$ cat config.mk
export PLATFORM = sky130hd
export DESIGN_NAME = clink_bridge_top
export DESIGN_NICKNAME = d
export VERILOG_FILES = /design/src/hdl/clink_bridge_pkg.sv /design/src/hdl/rx_byte_buffer.sv /design/src/hdl/axi_write_ctrl.sv /design/src/hdl/axi_read_ctrl.sv /design/src/hdl/clink_bridge_top.sv
export SDC_FILE = /design/constraint.sdc
export NUM_CORES = 1
export LEC_CHECK = 0
export BUFFER_PORTS_ARGS = -buffer_cell sky130_fd_sc_hd__buf_2
export CORE_AREA = 2 2 147 149
export CTS_CLUSTER_DIAMETER = 100
export DETAILED_ROUTE_END_ITERATION = 6
export DIE_AREA = 0 0 149 151
export GPL_TIMING_DRIVEN = 0
export MAX_ROUTING_LAYER = met4
export PLACE_DENSITY = 0.51
export SLEW_MARGIN = 20
export SYNTH_ARGS = -nofsm -noshare
export SYNTH_HDL_FRONTEND = slang
export SYNTH_HIERARCHICAL = 1
export SYNTH_SLANG_ARGS = --single-unit
$ cat constraint.sdc
create_clock -name s_axi_aclk -period 4.75 [get_ports s_axi_aclk]
set_clock_uncertainty 0.15 [all_clocks]
set_input_delay 0.475 -clock s_axi_aclk [delete_from_list [all_inputs] [get_ports s_axi_aclk]]
set_output_delay 0.475 -clock s_axi_aclk [all_outputs]
set_load 0.01 [all_outputs]
$ cat src/hdl/clink_bridge_pkg.sv
package clink_bridge_pkg;

    ////////////////////////////////////////
    // Register map, byte offsets
    ////////////////////////////////////////
    localparam int unsigned REG_UART_DATA   = 'h00;  // TX on write, RX byte on read
    localparam int unsigned REG_CC          = 'h10;
    localparam int unsigned REG_RX_VALID    = 'h20;
    localparam int unsigned REG_CLINK_READY = 'h30;

    // Camera control lines, bit 0 is CC1
    localparam int unsigned CC_WIDTH = 4;

    // One UART character
    typedef logic [7:0] uart_byte_t;

    ////////////////////////////////////////
    // AXI response codes
    ////////////////////////////////////////
    typedef enum logic [1:0] {
        RESP_OKAY   = 2'b00,
        RESP_SLVERR = 2'b10
    } axi_resp_t;

    // Write side FSM
    typedef enum logic [2:0] {
        WR_IDLE,   // Waiting for AW
        WR_UART,   // Beats go to the transmitter
        WR_CC,     // Beats go to the CC lines
        WR_DRAIN,  // Unmapped, beats dropped
        WR_RESP    // B channel pending
    } write_state_t;

    // Read side FSM
    typedef enum logic [2:0] {
        RD_IDLE,         // Waiting for AR
        RD_UART,         // Waits for a received byte
        RD_RX_VALID,
        RD_CLINK_READY,
        RD_ERROR,        // Unmapped address
        RD_RESP          // R channel pending
    } read_state_t;

endpackage

$ cat src/hdl/rx_byte_buffer.sv
`timescale 1ns/100ps

module rx_byte_buffer (
    input  logic                         s_axi_aclk,
    input  logic                         s_axi_aresetn,
    input  logic                         rx_ready,    // Strobe from the UART receiver
    input  clink_bridge_pkg::uart_byte_t rx_data,
    input  logic                         rx_release,  // Byte handed to the bus
    output clink_bridge_pkg::uart_byte_t rx_byte,
    output logic                         rx_pending
);

    logic rx_ready_q;  // Previous rx_ready for edge detect
    logic rx_rise;

    // Receiver may hold rx_ready for more than one cycle
    assign rx_rise = rx_ready & ~rx_ready_q;

    always_ff @(posedge s_axi_aclk) begin
        if (!s_axi_aresetn) begin
            rx_ready_q <= 1'b0;
            rx_pending <= 1'b0;
        end else begin
            rx_ready_q <= rx_ready;
            if (rx_rise) begin
                rx_pending <= 1'b1;  // New byte beats a release
            end else if (rx_release) begin
                rx_pending <= 1'b0;
            end
        end
    end

    // Data holder, an unread byte is simply overwritten
    always_ff @(posedge s_axi_aclk) begin
        if (rx_rise) begin
            rx_byte <= rx_data;
        end
    end

endmodule

$ cat src/hdl/axi_write_ctrl.sv
`timescale 1ns/100ps

module axi_write_ctrl #(
    parameter int AXI_ADDR_WIDTH = 7,
    parameter int AXI_DATA_WIDTH = 128,
    parameter int AXI_ID_WIDTH   = 16
) (
    input  logic                                  s_axi_aclk,
    input  logic                                  s_axi_aresetn,
    // AW
    input  logic [AXI_ADDR_WIDTH-1:0]             awaddr,
    input  logic [AXI_ID_WIDTH-1:0]               awid,
    input  logic                                  awvalid,
    output logic                                  awready,
    // W
    input  logic [AXI_DATA_WIDTH-1:0]             wdata,
    input  logic                                  wlast,
    input  logic                                  wvalid,
    output logic                                  wready,
    // B
    output clink_bridge_pkg::axi_resp_t           bresp,
    output logic [AXI_ID_WIDTH-1:0]               bid,
    output logic                                  bvalid,
    input  logic                                  bready,
    // UART transmitter and camera control
    input  logic                                  tx_busy,
    output logic                                  tx_start,
    output clink_bridge_pkg::uart_byte_t          tx_data,
    output logic [clink_bridge_pkg::CC_WIDTH-1:0] cc
);

    import clink_bridge_pkg::*;

    write_state_t state;
    logic         aw_fire;
    logic         w_fire;

    assign aw_fire = awvalid & awready;
    assign w_fire  = wvalid & wready;

    // Transmitter busy stalls the UART stream only
    // Busy shows one cycle after tx_start so that cycle waits too
    assign wready = ((state == WR_UART) && !tx_busy && !tx_start) ||
                    (state == WR_CC) ||
                    (state == WR_DRAIN);

    ////////////////////////////////////////
    // Control FSM
    ////////////////////////////////////////
    always_ff @(posedge s_axi_aclk) begin
        if (!s_axi_aresetn) begin
            state    <= WR_IDLE;
            awready  <= 1'b0;
            bvalid   <= 1'b0;
            tx_start <= 1'b0;
            cc       <= '0;
        end else begin
            tx_start <= 1'b0;  // Single-cycle strobe
            case (state)
                WR_IDLE: begin
                    awready <= 1'b1;
                    if (aw_fire) begin
                        awready <= 1'b0;
                        if (awaddr == AXI_ADDR_WIDTH'(REG_UART_DATA)) begin
                            state <= WR_UART;
                        end else if (awaddr == AXI_ADDR_WIDTH'(REG_CC)) begin
                            state <= WR_CC;
                        end else begin
                            state <= WR_DRAIN;  // Swallow the burst first
                        end
                    end
                end
                WR_UART: begin
                    if (w_fire) begin
                        tx_start <= 1'b1;
                    end
                end
                WR_CC: begin
                    if (w_fire) begin
                        cc <= wdata[CC_WIDTH-1:0];  // Last beat sticks
                    end
                end
                WR_DRAIN: begin
                    // Nothing stored
                end
                WR_RESP: begin
                    if (bready) begin
                        bvalid  <= 1'b0;
                        awready <= 1'b1;
                        state   <= WR_IDLE;
                    end
                end
                default: state <= WR_IDLE;
            endcase

            // Burst end for every data state
            if (w_fire && wlast) begin
                bvalid <= 1'b1;
                state  <= WR_RESP;
            end
        end
    end

    ////////////////////////////////////////
    // Payload registers
    ////////////////////////////////////////
    always_ff @(posedge s_axi_aclk) begin
        if (aw_fire) begin
            bid <= awid;  // Echoed on B
            if ((awaddr == AXI_ADDR_WIDTH'(REG_UART_DATA)) ||
                (awaddr == AXI_ADDR_WIDTH'(REG_CC))) begin
                bresp <= RESP_OKAY;
            end else begin
                bresp <= RESP_SLVERR;
            end
        end
        if (w_fire && (state == WR_UART)) begin
            tx_data <= wdata[7:0];  // Low byte of the beat
        end
    end

endmodule

$ cat src/hdl/axi_read_ctrl.sv
`timescale 1ns/100ps

module axi_read_ctrl #(
    parameter int AXI_ADDR_WIDTH = 7,
    parameter int AXI_DATA_WIDTH = 128,
    parameter int AXI_ID_WIDTH   = 16
) (
    input  logic                         s_axi_aclk,
    input  logic                         s_axi_aresetn,
    // AR
    input  logic [AXI_ADDR_WIDTH-1:0]    araddr,
    input  logic [AXI_ID_WIDTH-1:0]      arid,
    input  logic                         arvalid,
    output logic                         arready,
    // R
    output logic [AXI_DATA_WIDTH-1:0]    rdata,
    output clink_bridge_pkg::axi_resp_t  rresp,
    output logic [AXI_ID_WIDTH-1:0]      rid,
    output logic                         rlast,
    output logic                         rvalid,
    input  logic                         rready,
    // Receive buffer and status
    input  clink_bridge_pkg::uart_byte_t rx_byte,
    input  logic                         rx_pending,
    output logic                         rx_release,
    input  logic                         clink_ready
);

    import clink_bridge_pkg::*;

    read_state_t state;
    logic        ar_fire;
    logic        rd_is_uart;  // Current read targets REG_UART_DATA

    assign ar_fire = arvalid & arready;
    assign rlast   = rvalid;  // Single-beat reads only

    // Buffer freed once the byte is actually taken
    assign rx_release = rvalid & rready & rd_is_uart;

    ////////////////////////////////////////
    // Control FSM
    ////////////////////////////////////////
    always_ff @(posedge s_axi_aclk) begin
        if (!s_axi_aresetn) begin
            state      <= RD_IDLE;
            arready    <= 1'b0;
            rvalid     <= 1'b0;
            rd_is_uart <= 1'b0;
        end else begin
            case (state)
                RD_IDLE: begin
                    arready <= 1'b1;
                    if (ar_fire) begin
                        arready    <= 1'b0;
                        rd_is_uart <= 1'b0;
                        if (araddr == AXI_ADDR_WIDTH'(REG_UART_DATA)) begin
                            state      <= RD_UART;
                            rd_is_uart <= 1'b1;
                        end else if (araddr == AXI_ADDR_WIDTH'(REG_RX_VALID)) begin
                            state <= RD_RX_VALID;
                        end else if (araddr == AXI_ADDR_WIDTH'(REG_CLINK_READY)) begin
                            state <= RD_CLINK_READY;
                        end else begin
                            state <= RD_ERROR;
                        end
                    end
                end
                RD_UART: begin
                    if (rx_pending) begin  // Open-ended wait for a byte
                        rvalid <= 1'b1;
                        state  <= RD_RESP;
                    end
                end
                RD_RX_VALID, RD_CLINK_READY, RD_ERROR: begin
                    rvalid <= 1'b1;
                    state  <= RD_RESP;
                end
                RD_RESP: begin
                    if (rready) begin
                        rvalid  <= 1'b0;
                        arready <= 1'b1;
                        state   <= RD_IDLE;
                    end
                end
                default: state <= RD_IDLE;
            endcase
        end
    end

    ////////////////////////////////////////
    // Read data and response
    ////////////////////////////////////////
    always_ff @(posedge s_axi_aclk) begin
        if (ar_fire) begin
            rid <= arid;
        end
        case (state)
            RD_UART: begin
                rdata <= AXI_DATA_WIDTH'(rx_byte);
                rresp <= RESP_OKAY;
            end
            RD_RX_VALID: begin
                rdata <= AXI_DATA_WIDTH'(rx_pending);
                rresp <= RESP_OKAY;
            end
            RD_CLINK_READY: begin
                rdata <= AXI_DATA_WIDTH'(clink_ready);  // Level at sample time
                rresp <= RESP_OKAY;
            end
            RD_ERROR: begin
                rdata <= '0;
                rresp <= RESP_SLVERR;
            end
            default: begin
                // Hold while waiting on R
            end
        endcase
    end

endmodule

$ cat src/hdl/clink_bridge_top.sv
`timescale 1ns/100ps

module clink_bridge_top #(
    parameter int AXI_ADDR_WIDTH = 7,
    parameter int AXI_DATA_WIDTH = 128,
    parameter int AXI_ID_WIDTH   = 16
) (
    input  logic                                  s_axi_aclk,
    input  logic                                  s_axi_aresetn,
    ////////////////////////////////////////
    // AXI4 slave
    ////////////////////////////////////////
    input  logic [AXI_ADDR_WIDTH-1:0]             awaddr,
    input  logic [AXI_ID_WIDTH-1:0]               awid,
    input  logic                                  awvalid,
    output logic                                  awready,
    input  logic [AXI_DATA_WIDTH-1:0]             wdata,
    input  logic                                  wlast,
    input  logic                                  wvalid,
    output logic                                  wready,
    output clink_bridge_pkg::axi_resp_t           bresp,
    output logic [AXI_ID_WIDTH-1:0]               bid,
    output logic                                  bvalid,
    input  logic                                  bready,
    input  logic [AXI_ADDR_WIDTH-1:0]             araddr,
    input  logic [AXI_ID_WIDTH-1:0]               arid,
    input  logic                                  arvalid,
    output logic                                  arready,
    output logic [AXI_DATA_WIDTH-1:0]             rdata,
    output clink_bridge_pkg::axi_resp_t           rresp,
    output logic [AXI_ID_WIDTH-1:0]               rid,
    output logic                                  rlast,
    output logic                                  rvalid,
    input  logic                                  rready,
    ////////////////////////////////////////
    // CameraLink serial sideband
    ////////////////////////////////////////
    output logic                                  tx_start,
    output clink_bridge_pkg::uart_byte_t          tx_data,
    input  logic                                  tx_busy,
    input  logic                                  rx_ready,
    input  clink_bridge_pkg::uart_byte_t          rx_data,
    output logic [clink_bridge_pkg::CC_WIDTH-1:0] cc,         // Bit 0 is CC1
    input  logic                                  clink_ready
);

    import clink_bridge_pkg::*;

    uart_byte_t rx_byte;     // Held receive byte
    logic       rx_pending;
    logic       rx_release;  // From the read side

    rx_byte_buffer rx_byte_buffer_inst (
        .s_axi_aclk   (s_axi_aclk),
        .s_axi_aresetn(s_axi_aresetn),
        .rx_ready     (rx_ready),
        .rx_data      (rx_data),
        .rx_release   (rx_release),
        .rx_byte      (rx_byte),
        .rx_pending   (rx_pending)
    );

    // Write path, TX strobe and CC lines
    axi_write_ctrl #(
        .AXI_ADDR_WIDTH(AXI_ADDR_WIDTH),
        .AXI_DATA_WIDTH(AXI_DATA_WIDTH),
        .AXI_ID_WIDTH  (AXI_ID_WIDTH)
    ) axi_write_ctrl_inst (
        .s_axi_aclk   (s_axi_aclk),
        .s_axi_aresetn(s_axi_aresetn),
        .awaddr       (awaddr),
        .awid         (awid),
        .awvalid      (awvalid),
        .awready      (awready),
        .wdata        (wdata),
        .wlast        (wlast),
        .wvalid       (wvalid),
        .wready       (wready),
        .bresp        (bresp),
        .bid          (bid),
        .bvalid       (bvalid),
        .bready       (bready),
        .tx_busy      (tx_busy),
        .tx_start     (tx_start),
        .tx_data      (tx_data),
        .cc           (cc)
    );

    // Read path, independent of the write side
    axi_read_ctrl #(
        .AXI_ADDR_WIDTH(AXI_ADDR_WIDTH),
        .AXI_DATA_WIDTH(AXI_DATA_WIDTH),
        .AXI_ID_WIDTH  (AXI_ID_WIDTH)
    ) axi_read_ctrl_inst (
        .s_axi_aclk   (s_axi_aclk),
        .s_axi_aresetn(s_axi_aresetn),
        .araddr       (araddr),
        .arid         (arid),
        .arvalid      (arvalid),
        .arready      (arready),
        .rdata        (rdata),
        .rresp        (rresp),
        .rid          (rid),
        .rlast        (rlast),
        .rvalid       (rvalid),
        .rready       (rready),
        .rx_byte      (rx_byte),
        .rx_pending   (rx_pending),
        .rx_release   (rx_release),
        .clink_ready  (clink_ready)
    );

endmodule

== After elaboration in Yosys (flattened, before gate mapping) ==
Index checks and enable logic that the tools add are counted.
Widths: inputs -> output; s select.

* ROM bits: 0
* Output and inout bits: 183
* Memories kept: 0
* Logic and storage cells: 115
* Latch bits: 0
* Register bits after elaboration: 198
* Input bits: 193
* Bits in writable memories: 0

* Divide/modulo/power cells: 0
* Shift-type cells: 0
* Add/subtract/negate cells: 0
* Order comparisons: 0
* Bitwise logic cells: 9
* Reductions and logical operators: 35
* Multiplexer cells: 32
* Multiply operators: 0
* Equality and inequality tests: 20

{| class="wikitable"
|+ Operators by type and width
! cell !! number
|-
| $pmux 128 s4 || 1
|-
| $mux 3 || 10
|-
| $eq 7x6->1 const B || 2
|-
| $logic_not 7->1 || 2
|-
| $mux 1 || 14
|-
| $eq 3x2->1 const B || 4
|-
| $pmux 3 s4 || 1
|-
| $reduce_and 2->1 || 6
|-
| $reduce_and 3->1 || 4
|-
| $reduce_bool 2->1 || 6
|-
| $eq 3x3->1 const B || 3
|-
| $pmux 3 s3 || 1
|-
| $reduce_or 3->1 || 3
|-
| $eq 7x5->1 const B || 1
|-
| $and 1x1->1 || 6
|-
| $eq 3x1->1 const B || 2
|-
| $logic_not 3->1 || 2
|-
| $ne 2x1->1 const B || 3
|-
| $ne 2x2->1 const B || 3
|-
| $logic_and 1x1->1 || 4
|-
| $pmux 1 s2 || 2
|-
| $pmux 2 s2 || 1
|-
| $reduce_bool 4->1 || 1
|-
| $logic_or 1x1->1 || 3
|-
| 8 further kinds || 11
|}

== Logic depth before layout (Yosys ltp) ==
* Depth after elaboration: 9
* Mapped depth: 4
* Depth with buffers taken out: 3

== Cells and area by module ==
Netlist, hierarchy kept.

{| class="wikitable"
|+ By module, submodules not included
! module !! sequential area each (sq um) !! area each (sq um) !! cells each !! times used
|-
| axi_read_ctrl || 870.8 || 2138.3 || 207 || 1
|-
| axi_write_ctrl || 950.9 || 1249.9 || 78 || 1
|-
| rx_byte_buffer || 280.3 || 315.3 || 14 || 1
|}

== Worst setup path before layout ==
OpenSTA, ideal clock, no wires.

* Kind: input -> register
* Start point: in tx_busy
* End point: reg axi_write_ctrl_inst.tx_data[0] (enable)
* Stages: 2
* Required time: 4.217 ns
* Path slack: 2.668 ns
* Setup time: 0.383 ns
* Buffers on the path: 0
* Arrival time: 1.549 ns
* Cells stage by stage: or3b_4 nor3_1

* Longest elaborated chain between the ends: 7

{| class="wikitable"
|+ Ends and longest elaborated chain
! item !! line !! text
|-
| start: declaration || clink_bridge_top.sv:40 || <nowiki>input logic tx_busy,</nowiki>
|-
| $logic_not 1->1 || axi_write_ctrl.sv:43 || <nowiki>assign wready = ((state == WR_UART) && !tx_busy && !tx_start) ||</nowiki>
|-
| $logic_and 1x1->1 (2 in series) || axi_write_ctrl.sv:43 ||
|-
| $logic_or 1x1->1 || axi_write_ctrl.sv:43 ||
|-
| $logic_or 1x1->1 || axi_write_ctrl.sv:44 || <nowiki>(state == WR_CC) ||</nowiki>
|-
| $and 1x1->1 || axi_write_ctrl.sv:39 || <nowiki>assign w_fire = wvalid & wready;</nowiki>
|-
| $logic_and 1x1->1 || axi_write_ctrl.sv:117 || <nowiki>if (w_fire && (state == WR_UART)) begin</nowiki>
|-
| end signal: assignment || axi_write_ctrl.sv:118 || <nowiki>tx_data <= wdata[7:0];</nowiki>
|-
| end: declaration || axi_write_ctrl.sv:28 || <nowiki>output clink_bridge_pkg::uart_byte_t tx_data,</nowiki>
|}

Every way passes these cells.
A chain may end at the register's enable or synchronous reset.

== Worst setup path after layout ==
* Start point: reg axi_write_ctrl_inst.state[0]
* End point: reg axi_write_ctrl_inst.tx_data[4] (enable)

* Longest elaborated chain between the ends: 7
* Elaborated cells between the ends (all ways): 9
* Those cells by class: eq/ne: 3; bitwise: 1; reduce/logical: 5

{| class="wikitable"
|+ Ends and longest elaborated chain
! item !! line !! text
|-
| start: declaration || axi_write_ctrl.sv:34 || <nowiki>write_state_t state;</nowiki>
|-
| start signal: assignment || axi_write_ctrl.sv:52 || <nowiki>state <= WR_IDLE;</nowiki>
|-
| start signal: assignment || axi_write_ctrl.sv:65 || <nowiki>state <= WR_UART;</nowiki>
|-
| start signal: assignment || axi_write_ctrl.sv:67 || <nowiki>state <= WR_CC;</nowiki>
|-
| $eq 3x1->1 || axi_write_ctrl.sv:43, axi_write_ctrl.sv:117 ||
|-
| $logic_and 1x1->1 (2 in series) || axi_write_ctrl.sv:43 ||
|-
| $logic_or 1x1->1 || axi_write_ctrl.sv:43 ||
|-
| $logic_or 1x1->1 || axi_write_ctrl.sv:44 ||
|-
| $and 1x1->1 || axi_write_ctrl.sv:39 ||
|-
| $logic_and 1x1->1 (*) || axi_write_ctrl.sv:117 ||
|}

Every way passes the cells marked *; elsewhere a longest branch is shown, timed or not.

==> results.md <==
- Final count of pins violating max slew: 0
- Peak clock frequency supported by timing: 441 MHz
- Gr usage total: 6.24%
- Critical path start-end classification: reg -> reg
- Distinct cell type count after synthesis: 41
- Core area: 20,800 µm²
- CTS tree: done
- Total power per unit cell area: 330 nW/µm²
- Crit path setup slack, layout: 2.48 ns
- Post-route DRC violation count: 0
- Final Instance Count excl. Fillers: 843
- Number of vias per cell after detailed routing: 2.98
- Post-place setup slack: 2.33 ns
- Top FF cell, synth: edfxtp_1
- Deepest level of the CTS H-tree: 3
- Final period demand of the worst path: 2.27 ns
- Synthesis-to-layout area growth: 47.8%
- Clk Latency, worst-skew pair: 0.33 ns
- Reg clk slew, reported paths: 0.06 ns
- #FFs+latches synth: 76
- Wire length per cell: 8.88 µm
- Die extent in y: 151 µm
- Placed cell area: 5160 µm²
- Vias after detailed routing: 2,513
- # placed instances: 827
- Tightest Hold Check Type: in -> reg
- Number of endpoints with negative hold slack in the final report: 0
- Number of global-route vias before repair: 2,284
- Headroom to the max-slew limit: 30.0%
- Global-route wire length before repair: 10,800 µm
- Required time of the critical path: 4.55 ns
- Final layout net count: 756
- Crit path DAT: 2.07 ns
- Area of the die: 22,500 µm²
- Number of DRC markers in iteration 0: 74
- Number of detailed-route iterations in the first pass: 4
- Count of input and output buffers: 133
- CTS Buf Count: 9
- Crit share post-route: 47.8%
- Actual slew at the worst max-slew pin: 1.04 ns
- Result of the run: finished clean
- Peak supply drop: 0.000144 V
- Initial cell density of the core: 17.8%
- Final global-route overflow total: 0
- Cell types occupying the most area after synthesis: edfxtp_1 47%, buf_4 25%, dfxtp_1 9.7%
- Layout cells sized above 1: 49.6%
- Leak Pwr: 2.68 nW
- Number of standard-cell rows in the floorplan: 53
- RSZ-0062 raised after global routing: false
- Ports: 376
- Pin count of the biggest net entering global routing: 20
- Residual antenna-violating net count after detailed routing: 0
- Sum of internal, switching and leakage power: 1.81 mW
- Buffer depth of the longest clock path: 2
- Most used standard cell by instance count after synthesis: buf_4
- Setup tns final: 0 ns
- Average cell area after synthesis: 12.4 µm²
- Critical path peak fanout: 8
- Critical Path Sink Type: flip-flop
- Post-route design area: 5470 µm²
- Core utilization of the finished layout: 26.3%
- Most common library cells after synthesis: 124 x buf_4, 58 x edfxtp_1, 18 x dfxtp_1, 9 x and2_1
- Antenna diode count: 0
- Initial antenna violation count: 0
- Placer's final routability congestion estimate: 0.693
- DP Wirelength: 6080 µm
- Ys async rst share: 0%
- Reported max-cap violation count: 0
- Number of gates resized after cts: 0
- Count of warnings emitted by yosys: 6
- Horizontal extent of the die: 149 µm
- Hold buffer count at cts: 0
- Worst hold slack: 0.168 ns
- Area of the mapped netlist: 3700 µm²
- Postcts setup bufs: 0
- Yosys top cell area share: 47.0%
- Cell count after synthesis: 299
- Detailed-route wire length: 7480 µm
- Buffer type at the clock tree root: clkbuf_16
- Number of failing setup endpoints in the final timing report: 0
- EDFF count, synth: 58
- Startpoint type of the worst setup path: flip-flop
- Cell taking the most area after synthesis: edfxtp_1
- Seq/Total Area, Yosys: 56.8%
- TritonCTS Sinks: 76
-- area by class of cell --
type | count | area [µm²]
multi-input combinational | 208 | 1060
tap | 275 | 344
inverter | 8 | 30.0
timing repair buffer | 133 | 666
buffer | 127 | 958
clock buffer | 12 | 236
clock inverter | 4 | 73.8
sequential | 76 | 2100
fill | 2225 | 15300
-- cell usage in the layout, fill, tap and decap left out, drive strengths merged, types with 4 or more instances in the layout --
cell type  netlist  final
and2            10     10
nand2            4      4
nor2b            4      4
edfxtp          58     58
and3             4      4
dfxtp           18     18
nand2b           6      6
clkbuf           0     12
conb             2    122
mux2i            5      5
nor2             8      8
inv              8      8
buf            127    260
a21oi            7      7
-- flip-flops by register name, indices dropped and copies added, names as in the netlist --
name / flops
axi_read_ctrl_inst/rresp: 1
axi_write_ctrl_inst/bvalid: 1
axi_write_ctrl_inst/cc: 4
axi_read_ctrl_inst/rdata: 8
rx_byte_buffer_inst/rx_ready_q: 1
axi_write_ctrl_inst/awready: 1
rx_byte_buffer_inst/rx_pending: 1
axi_read_ctrl_inst/arready: 1
axi_read_ctrl_inst/rd_is_uart: 1
axi_read_ctrl_inst/state: 3
axi_write_ctrl_inst/bid: 16
axi_write_ctrl_inst/tx_start: 1
axi_write_ctrl_inst/state: 3
axi_write_ctrl_inst/tx_data: 8
rx_byte_buffer_inst/rx_byte: 8
axi_write_ctrl_inst/bresp: 1
axi_read_ctrl_inst/rid: 16
axi_read_ctrl_inst/rlast: 1
-- cell families (layout without fill, tap and decap cells) --
kind of cell,count (synthesis),after routing,synth area share (%)
AO/OA/AOI/OAI,24,24,4.73
XOR/XNOR,2,2,0.473
buffers and inverters,135,284,26.7
flip-flops,76,76,56.8
multiplexers,5,5,1.35
other,2,122,0.203
AND/OR/NAND/NOR,55,55,9.80
-- where the power goes --
part	total [mW]	leakage [nW]	switching (mW)	internal [mW]
Combinational	0.302	1.84	0.156	0.146
Sequential	0.790	0.685	0.0166	0.773
Clock	0.716	0.151	0.256	0.461
-- layer usage --
layer | routed length (µm) | track usage (%) | vias to the layer above
li1 | - | - | 1306
met1 | 3190 | 7.53 | 1046
met2 | 3510 | 9.88 | 154
met3 | 642 | 1.23 | 7
met4 | 136 | 3.29 | 0
met5 | 0 | - | -
-- final timing paths --
| path | end | cells after the start | startpoint | slack, ns |
|---|---|---|---|---|
| max | axi_write_ctrl_inst/tx_data[4]$_DFFE_PP_ | 2 | axi_write_ctrl_inst/state[0]$_SDFFE_PP0P_ | 2.48 |
| min | axi_read_ctrl_inst/rid[8]$_DFFE_PP_ | 1 | arid[8] | 0.17 |
| max reg2reg | axi_write_ctrl_inst/tx_data[4]$_DFFE_PP_ | 2 | axi_write_ctrl_inst/state[0]$_SDFFE_PP0P_ | 2.48 |
| min reg2reg | axi_write_ctrl_inst/cc[0]$_SDFFE_PN0P_ | 2 | axi_write_ctrl_inst/cc[0]$_SDFFE_PN0P_ | 0.34 |
-- worst max-delay path: stages, from the launching register on --
cell and delay, ns:
dfxtp_1 0.44, or3b_4 0.45, nor3_1 0.85
Power figures use the tool's default switching activity.
